**config.mk**
```make
export PLATFORM = sky130hd
export DESIGN_NAME = robot_car_top
export DESIGN_NICKNAME = d
export VERILOG_FILES = /design/src/verilog/car_pkg.sv /design/src/verilog/cam_follow_ctrl.sv /design/src/verilog/drive_arbiter.sv /design/src/verilog/ir_drive_ctrl.sv /design/src/verilog/mode_fsm.sv /design/src/verilog/motor_pwm.sv /design/src/verilog/robot_car_top.sv
export SDC_FILE = /design/constraint.sdc
export NUM_CORES = 1
export LEC_CHECK = 0
export BUFFER_PORTS_ARGS = -buffer_cell sky130_fd_sc_hd__buf_2
export CAP_MARGIN = 20
export CORE_MARGIN = 2
export CORE_UTILIZATION = 59
export DETAILED_ROUTE_END_ITERATION = 7
export GPL_ROUTABILITY_DRIVEN = 0
export PLACE_DENSITY_LB_ADDON = 0.12
export SKIP_CTS_REPAIR_TIMING = 1
export SLEW_MARGIN = 5
export SYNTH_ARGS = -nofsm -noshare
export SYNTH_HDL_FRONTEND = slang
export SYNTH_HIERARCHICAL = 1
export SYNTH_SLANG_ARGS = --single-unit
```
**constraint.sdc**
```tcl
create_clock -name CLOCK_50 -period 2.93 [get_ports CLOCK_50]
set_clock_uncertainty 0.1 [all_clocks]
set_input_delay 0.293 -clock CLOCK_50 [delete_from_list [all_inputs] [get_ports CLOCK_50]]
set_output_delay 0.293 -clock CLOCK_50 [all_outputs]
set_load 0.005 [all_outputs]
```
**src/verilog/car_pkg.sv**
```systemverilog
package car_pkg;

    // Operating modes.
    typedef enum logic [1:0] {
        MODE_IDLE = 2'b00,
        MODE_CAM  = 2'b01,
        MODE_IR   = 2'b10
    } mode_t;

    // Commands carried on the shared motor bus.
    typedef enum logic [2:0] {
        DRV_STOP      = 3'b000,
        DRV_FORWARD   = 3'b001,
        DRV_LEFT      = 3'b010,
        DRV_RIGHT     = 3'b011,
        DRV_ARC_LEFT  = 3'b100,
        DRV_ARC_RIGHT = 3'b101
    } drive_t;

    // Camera follow sub-states.
    typedef enum logic [1:0] {
        CAM_SEARCH = 2'b00,
        CAM_FOLLOW = 2'b01,
        CAM_PAUSE  = 2'b11
    } cam_state_t;

    // Remote mode keys.
    localparam logic [7:0] KEY_CAM  = 8'h0F;
    localparam logic [7:0] KEY_IR   = 8'h13;
    localparam logic [7:0] KEY_IDLE = 8'h10;

    // Remote drive keys.
    localparam logic [7:0] KEY_FORWARD   = 8'h05;
    localparam logic [7:0] KEY_LEFT      = 8'h07;
    localparam logic [7:0] KEY_RIGHT     = 8'h09;
    localparam logic [7:0] KEY_ARC_LEFT  = 8'h04;
    localparam logic [7:0] KEY_ARC_RIGHT = 8'h06;
    localparam logic [7:0] KEY_STOP      = 8'h08;

    // Gear keys and range.
    localparam logic [7:0] KEY_GEAR_UP   = 8'h1A;
    localparam logic [7:0] KEY_GEAR_DOWN = 8'h1E;
    localparam int GEAR_W = 3;
    localparam logic [GEAR_W-1:0] GEAR_MIN = 3'd1;
    localparam logic [GEAR_W-1:0] GEAR_MAX = 3'd4;

    // Bit positions in cam_direction.
    localparam int DIR_LEFT   = 0;
    localparam int DIR_CENTER = 1;
    localparam int DIR_RIGHT  = 2;

endpackage

```
**src/verilog/cam_follow_ctrl.sv**
```systemverilog
module cam_follow_ctrl (
    input  logic            CLOCK_50,
    input  logic            reset,
    input  car_pkg::mode_t  mode,
    input  logic [2:0]      cam_direction,
    input  logic            orange_detected,
    output logic            cam_req,
    output car_pkg::drive_t cam_cmd
);

    car_pkg::cam_state_t state;
    car_pkg::cam_state_t state_next;
    logic [2:0]          dir_q;

    always_comb begin
        state_next = state;
        case (state)
            car_pkg::CAM_PAUSE: begin
                if (mode == car_pkg::MODE_CAM) begin
                    state_next = car_pkg::CAM_SEARCH;
                end
            end
            car_pkg::CAM_SEARCH: begin
                if (mode != car_pkg::MODE_CAM) begin
                    state_next = car_pkg::CAM_PAUSE;
                end else if (orange_detected) begin
                    state_next = car_pkg::CAM_FOLLOW;
                end
            end
            car_pkg::CAM_FOLLOW: begin
                if (mode != car_pkg::MODE_CAM) begin
                    state_next = car_pkg::CAM_PAUSE;
                end else if (!orange_detected) begin
                    state_next = car_pkg::CAM_SEARCH;
                end
            end
            default: begin
                state_next = car_pkg::CAM_PAUSE;
            end
        endcase
    end

    always_ff @(posedge CLOCK_50) begin
        if (reset) begin
            state <= car_pkg::CAM_PAUSE;
        end else begin
            state <= state_next;
        end
        dir_q <= cam_direction;
    end

    assign cam_req = (state == car_pkg::CAM_SEARCH) || (state == car_pkg::CAM_FOLLOW);

    // Spin right while searching.
    always_comb begin
        cam_cmd = car_pkg::DRV_STOP;
        if (state == car_pkg::CAM_SEARCH) begin
            cam_cmd = car_pkg::DRV_RIGHT;
        end else if (state == car_pkg::CAM_FOLLOW) begin
            if (dir_q[car_pkg::DIR_LEFT]) begin
                cam_cmd = car_pkg::DRV_ARC_LEFT;
            end else if (dir_q[car_pkg::DIR_CENTER]) begin
                cam_cmd = car_pkg::DRV_FORWARD;
            end else if (dir_q[car_pkg::DIR_RIGHT]) begin
                cam_cmd = car_pkg::DRV_ARC_RIGHT;
            end
        end
    end

endmodule

```
**src/verilog/drive_arbiter.sv**
```systemverilog
module drive_arbiter (
    input  logic            CLOCK_50,
    input  logic            reset,
    input  logic            ir_req,
    input  car_pkg::drive_t ir_cmd,
    input  logic            cam_req,
    input  car_pkg::drive_t cam_cmd,
    input  logic            obstacle_near,
    output logic            grant_ir,
    output logic            grant_cam,
    output car_pkg::drive_t drive_cmd
);

    car_pkg::drive_t sel_cmd;
    logic            next_grant_ir;
    logic            next_grant_cam;

    // Fixed priority, IR first.
    always_comb begin
        next_grant_ir  = ir_req;
        next_grant_cam = !ir_req && cam_req;
        if (next_grant_ir) begin
            sel_cmd = ir_cmd;
        end else if (next_grant_cam) begin
            sel_cmd = cam_cmd;
        end else begin
            sel_cmd = car_pkg::DRV_STOP;
        end
        // Obstacle blocks forward only, turns still pass.
        if (obstacle_near && sel_cmd == car_pkg::DRV_FORWARD) begin
            sel_cmd = car_pkg::DRV_STOP;
        end
    end

    always_ff @(posedge CLOCK_50) begin
        if (reset) begin
            grant_ir  <= 1'b0;
            grant_cam <= 1'b0;
            drive_cmd <= car_pkg::DRV_STOP;
        end else begin
            grant_ir  <= next_grant_ir;
            grant_cam <= next_grant_cam;
            drive_cmd <= sel_cmd;
        end
    end

    assert property (@(posedge CLOCK_50) disable iff (reset)
        !(grant_ir && grant_cam));

    // Each grant is backed by a request one cycle earlier.
    assert property (@(posedge CLOCK_50) disable iff (reset)
        grant_ir |-> $past(ir_req));

    assert property (@(posedge CLOCK_50) disable iff (reset)
        grant_cam |-> $past(cam_req));

endmodule

```
**src/verilog/ir_drive_ctrl.sv**
```systemverilog
module ir_drive_ctrl (
    input  logic            CLOCK_50,
    input  logic            reset,
    input  logic [7:0]      ir_code,
    input  logic            ir_valid,
    input  car_pkg::mode_t  mode,
    input  logic            grant_ir,
    output logic            ir_req,
    output car_pkg::drive_t ir_cmd
);

    car_pkg::drive_t held_cmd;
    car_pkg::drive_t key_cmd;
    logic            is_drive_key;
    logic            mode_change;

    // Drive key decode.
    always_comb begin
        is_drive_key = 1'b1;
        key_cmd = car_pkg::DRV_STOP;
        case (ir_code)
            car_pkg::KEY_FORWARD:   key_cmd = car_pkg::DRV_FORWARD;
            car_pkg::KEY_LEFT:      key_cmd = car_pkg::DRV_LEFT;
            car_pkg::KEY_RIGHT:     key_cmd = car_pkg::DRV_RIGHT;
            car_pkg::KEY_ARC_LEFT:  key_cmd = car_pkg::DRV_ARC_LEFT;
            car_pkg::KEY_ARC_RIGHT: key_cmd = car_pkg::DRV_ARC_RIGHT;
            car_pkg::KEY_STOP:      key_cmd = car_pkg::DRV_STOP;
            default:                is_drive_key = 1'b0;
        endcase
    end

    // A mode key changes the mode only if it names a different one,
    // so the clear lines up with the mode register update.
    always_comb begin
        mode_change = 1'b0;
        if (ir_valid) begin
            case (ir_code)
                car_pkg::KEY_CAM:  mode_change = (mode != car_pkg::MODE_CAM);
                car_pkg::KEY_IR:   mode_change = (mode != car_pkg::MODE_IR);
                car_pkg::KEY_IDLE: mode_change = (mode != car_pkg::MODE_IDLE);
                default:           mode_change = 1'b0;
            endcase
        end
    end

    always_ff @(posedge CLOCK_50) begin
        if (reset) begin
            held_cmd <= car_pkg::DRV_STOP;
        end else if (mode == car_pkg::MODE_IDLE || mode_change) begin
            held_cmd <= car_pkg::DRV_STOP;
        end else if (ir_valid && is_drive_key) begin
            held_cmd <= key_cmd;
        end
    end

    // In camera mode a held drive key is the manual override.
    always_comb begin
        case (mode)
            car_pkg::MODE_IR:  ir_req = 1'b1;
            car_pkg::MODE_CAM: ir_req = (held_cmd != car_pkg::DRV_STOP);
            default:           ir_req = 1'b0;
        endcase
    end

    assign ir_cmd = held_cmd;

    // IR has top priority, so its request always wins the next grant.
    assert property (@(posedge CLOCK_50) disable iff (reset)
        ir_req |=> grant_ir);

endmodule

```
**src/verilog/mode_fsm.sv**
```systemverilog
module mode_fsm (
    input  logic                         CLOCK_50,
    input  logic                         reset,
    input  logic [7:0]                   ir_code,
    input  logic                         ir_valid,
    output car_pkg::mode_t               mode,
    output logic [car_pkg::GEAR_W-1:0]   gear
);

    car_pkg::mode_t mode_next;

    always_comb begin
        mode_next = mode;
        case (mode)
            car_pkg::MODE_IDLE: begin
                if (ir_code == car_pkg::KEY_CAM) begin
                    mode_next = car_pkg::MODE_CAM;
                end else if (ir_code == car_pkg::KEY_IR) begin
                    mode_next = car_pkg::MODE_IR;
                end
            end
            car_pkg::MODE_CAM: begin
                if (ir_code == car_pkg::KEY_IR) begin
                    mode_next = car_pkg::MODE_IR;
                end else if (ir_code == car_pkg::KEY_IDLE) begin
                    mode_next = car_pkg::MODE_IDLE;
                end
            end
            car_pkg::MODE_IR: begin
                if (ir_code == car_pkg::KEY_CAM) begin
                    mode_next = car_pkg::MODE_CAM;
                end else if (ir_code == car_pkg::KEY_IDLE) begin
                    mode_next = car_pkg::MODE_IDLE;
                end
            end
            default: begin
                mode_next = car_pkg::MODE_IDLE;
            end
        endcase
    end

    always_ff @(posedge CLOCK_50) begin
        if (reset) begin
            mode <= car_pkg::MODE_IDLE;
            gear <= car_pkg::GEAR_MIN;
        end else if (ir_valid) begin
            mode <= mode_next;
            // Gear saturates at both ends.
            if (ir_code == car_pkg::KEY_GEAR_UP && gear != car_pkg::GEAR_MAX) begin
                gear <= gear + 1'b1;
            end else if (ir_code == car_pkg::KEY_GEAR_DOWN && gear != car_pkg::GEAR_MIN) begin
                gear <= gear - 1'b1;
            end
        end
    end

    // Gear stays within range.
    assert property (@(posedge CLOCK_50) disable iff (reset)
        gear >= car_pkg::GEAR_MIN && gear <= car_pkg::GEAR_MAX);

endmodule

```
**src/verilog/motor_pwm.sv**
```systemverilog
module motor_pwm #(
    parameter int PWM_PERIOD = 1000
) (
    input  logic                       CLOCK_50,
    input  logic                       reset,
    input  car_pkg::drive_t            drive_cmd,
    input  logic [car_pkg::GEAR_W-1:0] gear,
    output logic                       left_pwm,
    output logic                       right_pwm,
    output logic                       left_rev,
    output logic                       right_rev
);

    localparam int CNT_W  = $clog2(PWM_PERIOD);
    localparam int DUTY_W = $clog2(PWM_PERIOD + 1);
    localparam logic [DUTY_W-1:0] QUARTER = DUTY_W'(PWM_PERIOD / 4);

    logic [CNT_W-1:0]  cnt;
    logic              wrap;
    logic [DUTY_W-1:0] base_duty;
    logic [DUTY_W-1:0] half_duty;
    logic [DUTY_W-1:0] left_next;
    logic [DUTY_W-1:0] right_next;
    logic              left_rev_next;
    logic              right_rev_next;
    logic [DUTY_W-1:0] left_duty;
    logic [DUTY_W-1:0] right_duty;

    assign wrap      = (cnt == CNT_W'(PWM_PERIOD - 1));
    assign base_duty = DUTY_W'(gear) * QUARTER;
    assign half_duty = base_duty >> 1;

    always_comb begin
        left_next      = '0;
        right_next     = '0;
        left_rev_next  = 1'b0;
        right_rev_next = 1'b0;
        case (drive_cmd)
            car_pkg::DRV_FORWARD: begin
                left_next  = base_duty;
                right_next = base_duty;
            end
            car_pkg::DRV_ARC_LEFT: begin
                left_next  = half_duty;
                right_next = base_duty;
            end
            car_pkg::DRV_ARC_RIGHT: begin
                left_next  = base_duty;
                right_next = half_duty;
            end
            car_pkg::DRV_LEFT: begin
                left_next     = base_duty;
                right_next    = base_duty;
                left_rev_next = 1'b1;
            end
            car_pkg::DRV_RIGHT: begin
                left_next      = base_duty;
                right_next     = base_duty;
                right_rev_next = 1'b1;
            end
            default: begin
                left_next  = '0;
                right_next = '0;
            end
        endcase
    end

    // New duty and direction load as the counter wraps.
    always_ff @(posedge CLOCK_50) begin
        if (reset) begin
            cnt        <= '0;
            left_duty  <= '0;
            right_duty <= '0;
            left_rev   <= 1'b0;
            right_rev  <= 1'b0;
        end else if (wrap) begin
            cnt        <= '0;
            left_duty  <= left_next;
            right_duty <= right_next;
            left_rev   <= left_rev_next;
            right_rev  <= right_rev_next;
        end else begin
            cnt <= cnt + 1'b1;
        end
    end

    assign left_pwm  = (DUTY_W'(cnt) < left_duty);
    assign right_pwm = (DUTY_W'(cnt) < right_duty);

    // Holds only while the gear from mode_fsm stays in range.
    assert property (@(posedge CLOCK_50) disable iff (reset)
        left_duty <= DUTY_W'(PWM_PERIOD) && right_duty <= DUTY_W'(PWM_PERIOD));

endmodule

```
**src/verilog/robot_car_top.sv**
```systemverilog
module robot_car_top #(
    parameter int PWM_PERIOD = 1000
) (
    input  logic                       CLOCK_50,
    input  logic                       reset,
    input  logic [7:0]                 ir_code,
    input  logic                       ir_valid,
    input  logic [2:0]                 cam_direction,
    input  logic                       orange_detected,
    input  logic                       obstacle_near,
    output car_pkg::mode_t             mode,
    output logic [car_pkg::GEAR_W-1:0] gear,
    output car_pkg::drive_t            drive_cmd,
    output logic                       grant_ir,
    output logic                       grant_cam,
    output logic                       left_pwm,
    output logic                       right_pwm,
    output logic                       left_rev,
    output logic                       right_rev
);

    logic            ir_req;
    car_pkg::drive_t ir_cmd;
    logic            cam_req;
    car_pkg::drive_t cam_cmd;

    mode_fsm u_mode_fsm (
        .CLOCK_50 (CLOCK_50),
        .reset    (reset),
        .ir_code  (ir_code),
        .ir_valid (ir_valid),
        .mode     (mode),
        .gear     (gear)
    );

    ir_drive_ctrl u_ir_drive_ctrl (
        .CLOCK_50 (CLOCK_50),
        .reset    (reset),
        .ir_code  (ir_code),
        .ir_valid (ir_valid),
        .mode     (mode),
        .grant_ir (grant_ir),
        .ir_req   (ir_req),
        .ir_cmd   (ir_cmd)
    );

    cam_follow_ctrl u_cam_follow_ctrl (
        .CLOCK_50        (CLOCK_50),
        .reset           (reset),
        .mode            (mode),
        .cam_direction   (cam_direction),
        .orange_detected (orange_detected),
        .cam_req         (cam_req),
        .cam_cmd         (cam_cmd)
    );

    drive_arbiter u_drive_arbiter (
        .CLOCK_50      (CLOCK_50),
        .reset         (reset),
        .ir_req        (ir_req),
        .ir_cmd        (ir_cmd),
        .cam_req       (cam_req),
        .cam_cmd       (cam_cmd),
        .obstacle_near (obstacle_near),
        .grant_ir      (grant_ir),
        .grant_cam     (grant_cam),
        .drive_cmd     (drive_cmd)
    );

    motor_pwm #(
        .PWM_PERIOD (PWM_PERIOD)
    ) u_motor_pwm (
        .CLOCK_50  (CLOCK_50),
        .reset     (reset),
        .drive_cmd (drive_cmd),
        .gear      (gear),
        .left_pwm  (left_pwm),
        .right_pwm (right_pwm),
        .left_rev  (left_rev),
        .right_rev (right_rev)
    );

endmodule
```
==> flow_summary.json <==
{
  "p_sw_share_pct": 26.5,
  "path_max_fanout": 10,
  "synth_top_area_cell": "dfxtp_1",
  "layout.nets": 444,
  "die_x_um": 76.8,
  "critical_path_class": "reg2reg",
  "grt_pass1_wl_mm": 11.5,
  "ios": 30,
  "clock_latency_ns": 0.31,
  "synth_warnings": 6,
  "dp_hpwl_mm": 4.93,
  "final_util_pct": 68.4,
  "synth_area_sq_um": 3120,
  "reg2reg_depth": 7,
  "timing.final.crit_share_pct": 91.8,
  "worstSetupEndpointType": "flop",
  "synth_area_leaders": "dfxtp_1 32%, ha_1 14%, inv_1 4.4%",
  "fp.coreArea_sq_um": 5110,
  "synth_seq_area_share_pct": 32.0,
  "setup_viol": 0,
  "synth_compound_area_share_pct": 22.1,
  "syn_area_per_cell_sq_um": 8.80,
  "synth_mux_area_share_pct": 0.320,
  "vias": 2753,
  "synthArstFlopShare_pct": 0,
  "remaining_drc_errors": 0,
  "synth_top_family_by_area": "compound AO/OA/AOI/OAI gates",
  "antenna_found_initial": 0,
  "detail_route.wl_per_cell_um": 14.7,
  "power.leakage_nw": 1.34,
  "status": "complete, no violations",
  "vias_per_cell": 5.97,
  "pwr-share-seq_pct": 55.8,
  "grt_pass1_vias": 2551,
  "port_buffers": 29,
  "critPathLaunchType": "flop",
  "die_y_um": 76.8,
  "cts-root-buf": "clkbuf_8",
  "hold_viol": 0,
  "finalSetupTns_ns": 0,
  "cts.sinks": 50,
  "cts_made_buffers": 5,
  "clkPwrFrac_pct": 35.0,
  "grt_max_degree": 45,
  "ys_types": 58,
  "synth_cells": 355,
  "htreeDepth": 2,
  "min_period_ns": 2.69,
  "worstSetupEndpoint": "u_motor_pwm/left_duty[5]",
  "synth_edf_count": 0,
  "rr_startpoint": "u_mode_fsm/gear[2]",
  "holdCritPathClass": "in2reg",
  "clock_tree.buffer_depth": 2,
  "drt_iter0_drc": 149,
  "n_fill_cell": 433,
  "wirelength_mm": 6.79,
  "rows": 26,
  "synth_flop_cell": "dfxtp_1",
  "antenna_cells": 0,
  "mostFrequentLayoutCells": "50 x dfxtp_1, 37 x inv_1, 34 x ha_1, 29 x buf_2, 23 x nand2_1",
  "synthSimpleGateAreaFrac_pct": 20.5,
  "finalPower_mw": 1.24,
  "dr.pass1.iters": 5,
  "grt_usage_pct": 23.4,
  "synth_xor_area_share_pct": 3.08,
  "synth_nets": 409,
  "synth_top_area_share_pct": 32.0,
  "start_util_pct": 61.2,
  "p_int_mw": 0.913,
  "worstMarginPinSlew_ns": 0.805,
  "worstPathRequired_ns": 3.05,
  "ant_nets": 0,
  "reg2reg_to": "u_motor_pwm/left_duty[5]",
  "maxSlewViolCount": 0,
  "die-area_sq_um": 5890,
  "combPwrFrac_pct": 9.2,
  "vdd_ir_drop_max_mv": 0.219,
  "cts_tree": "yes",
  "critPathLaunch": "u_mode_fsm/gear[2]",
  "synth_fa_ha_area_share_pct": 16.2,
  "power_density_nw_per_um2": 355,
  "mostFrequentLayoutCell": "dfxtp_1",
  "rsz0062_at_grt": "false",
  "ys_ff_latch": 50,
  "timing.fmax_ghz": 0.372,
  "slew_headroom_pct": 46.4,
  "reg2reg_slack_ns": 0.24,
  "critPathArrivalTime_ns": 2.81,
  "area_delta_synth_final_pct": 11.9,
  "maxCapViolCount": 0,
  "drive_gt1_share_pct": 14.6,
  "clk_pin_slew_ns": 0.10,
  "switching_power_mw": 0.329,
  "grt_overflow_total": 0
}
[kinds of logic after synthesis]
| group | after synthesis |
|---|---|
| adder cells (fa/ha/maj) | 38 |
| flip-flops | 50 |
| AO/OA/AOI/OAI | 98 |
| AND/OR/NAND/NOR | 109 |
| XOR/XNOR | 11 |
| multiplexers | 1 |
| buffers and inverters | 48 |
[synth_stat cells, types with 2 or more instances]
| cell type | number |
|---|---|
| inv_1 | 37 |
| a2111o_1 | 2 |
| dfxtp_1 | 50 |
| a211oi_1 | 14 |
| nor3_1 | 10 |
| or3_1 | 2 |
| ha_1 | 34 |
| or4_1 | 2 |
| nor2b_1 | 6 |
| fa_1 | 4 |
| nand2_1 | 23 |
| nor2_1 | 18 |
| a311oi_1 | 2 |
| o21a_1 | 5 |
| o211ai_1 | 6 |
| and2_1 | 2 |
| and3b_1 | 2 |
| nand4b_1 | 3 |
| xor2_1 | 5 |
| clkbuf_1 | 11 |
| o22ai_1 | 2 |
| nand4_1 | 4 |
| a221oi_1 | 10 |
| nand2b_1 | 5 |
| o21ai_0 | 9 |
| a211o_1 | 2 |
| nand3_1 | 14 |
| a21oi_1 | 20 |
| a31oi_1 | 7 |
| nand3b_1 | 2 |
| o21bai_1 | 3 |
| xnor2_1 | 6 |
| a22oi_1 | 5 |
| nor3b_1 | 4 |
[worst max-delay path, stage by stage, from the launching register on]
cell and delay, ns:
dfxtp_1 0.54, fa_1 0.58, fa_1 0.44, inv_1 0.07, fa_1 0.43, inv_1 0.11, a221oi_1 0.08, a211oi_1 0.24
[metrics by stage]
step	hold slack (ns)	setup WS, ns	cell area, sq um	std cells
after floorplan	0.221	0.365	3120	355
after CTS	-0.0315	0.248	3470	458
after detailed placement	0.297	0.269	3370	450
after global routing	0.0703	0.0602	3500	461
final	0.0817	0.241	3500	461
after global placement	0.295	0.349	3370	450
[power groups by stage]
stage | sequential, mW | clock, mW | combinational [mW]
6_report | 0.693 | 0.435 | 0.114
5_1_grt | 0.695 | 0.474 | 0.127
4_1_cts | 0.693 | 0.443 | 0.111
3_5_place_dp | 0.709 | 0 | 0.109
3_3_place_gp | 0.709 | 0 | 0.105
2_1_floorplan | 0.710 | 0 | 0.0582
[routing by layer]
metal  up-vias  track usage, %  wire [um]
li1       1363               -          -
met1      1313            30.2       2970
met2        72            41.1       3470
met3         5            3.76        302
met4         0            4.91         47
met5         -               0          0
[worst min-delay path by stage]
| stage | cells after the start | startpoint | endpoint |
|---|---|---|---|
| 6_report | 2 | obstacle_near | u_drive_arbiter/drive_cmd[0] |
| 5_1_grt | 2 | obstacle_near | u_drive_arbiter/drive_cmd[0] |
| 3_5_place_dp | 1 | cam_direction[0] | u_cam_follow_ctrl/dir_q[0] |
| 2_1_floorplan | 0 | cam_direction[0] | u_cam_follow_ctrl/dir_q[0] |
| 3_3_place_gp | 1 | cam_direction[2] | u_cam_follow_ctrl/dir_q[2] |
| 4_1_cts | 1 | cam_direction[2] | u_cam_follow_ctrl/dir_q[2] |
[flip-flops by register name (all words and copies together) (netlist names), 3 cells and up]
register                   count
u_ir_drive_ctrl/ir_cmd         3
u_mode_fsm/gear                3
u_cam_follow_ctrl/dir_q        3
u_motor_pwm/left_duty         10
u_motor_pwm/right_duty        10
u_motor_pwm/cnt               10
u_drive_arbiter/drive_cmd      3
[cell type report]
type                            count  area (sq um)  share of cell area, %
Tap cell                           70          87.6                   2.51
Sequential cell                    50          1000                   28.6
Multi-Input combinational cell    257          1940                   55.6
Timing Repair Buffer               39           228                   6.51
Clock buffer                        5          68.8                   1.97
Clock inverter                      3          28.8                  0.823
Inverter                           37           139                   3.97
(Power assumes the default switching activity.)
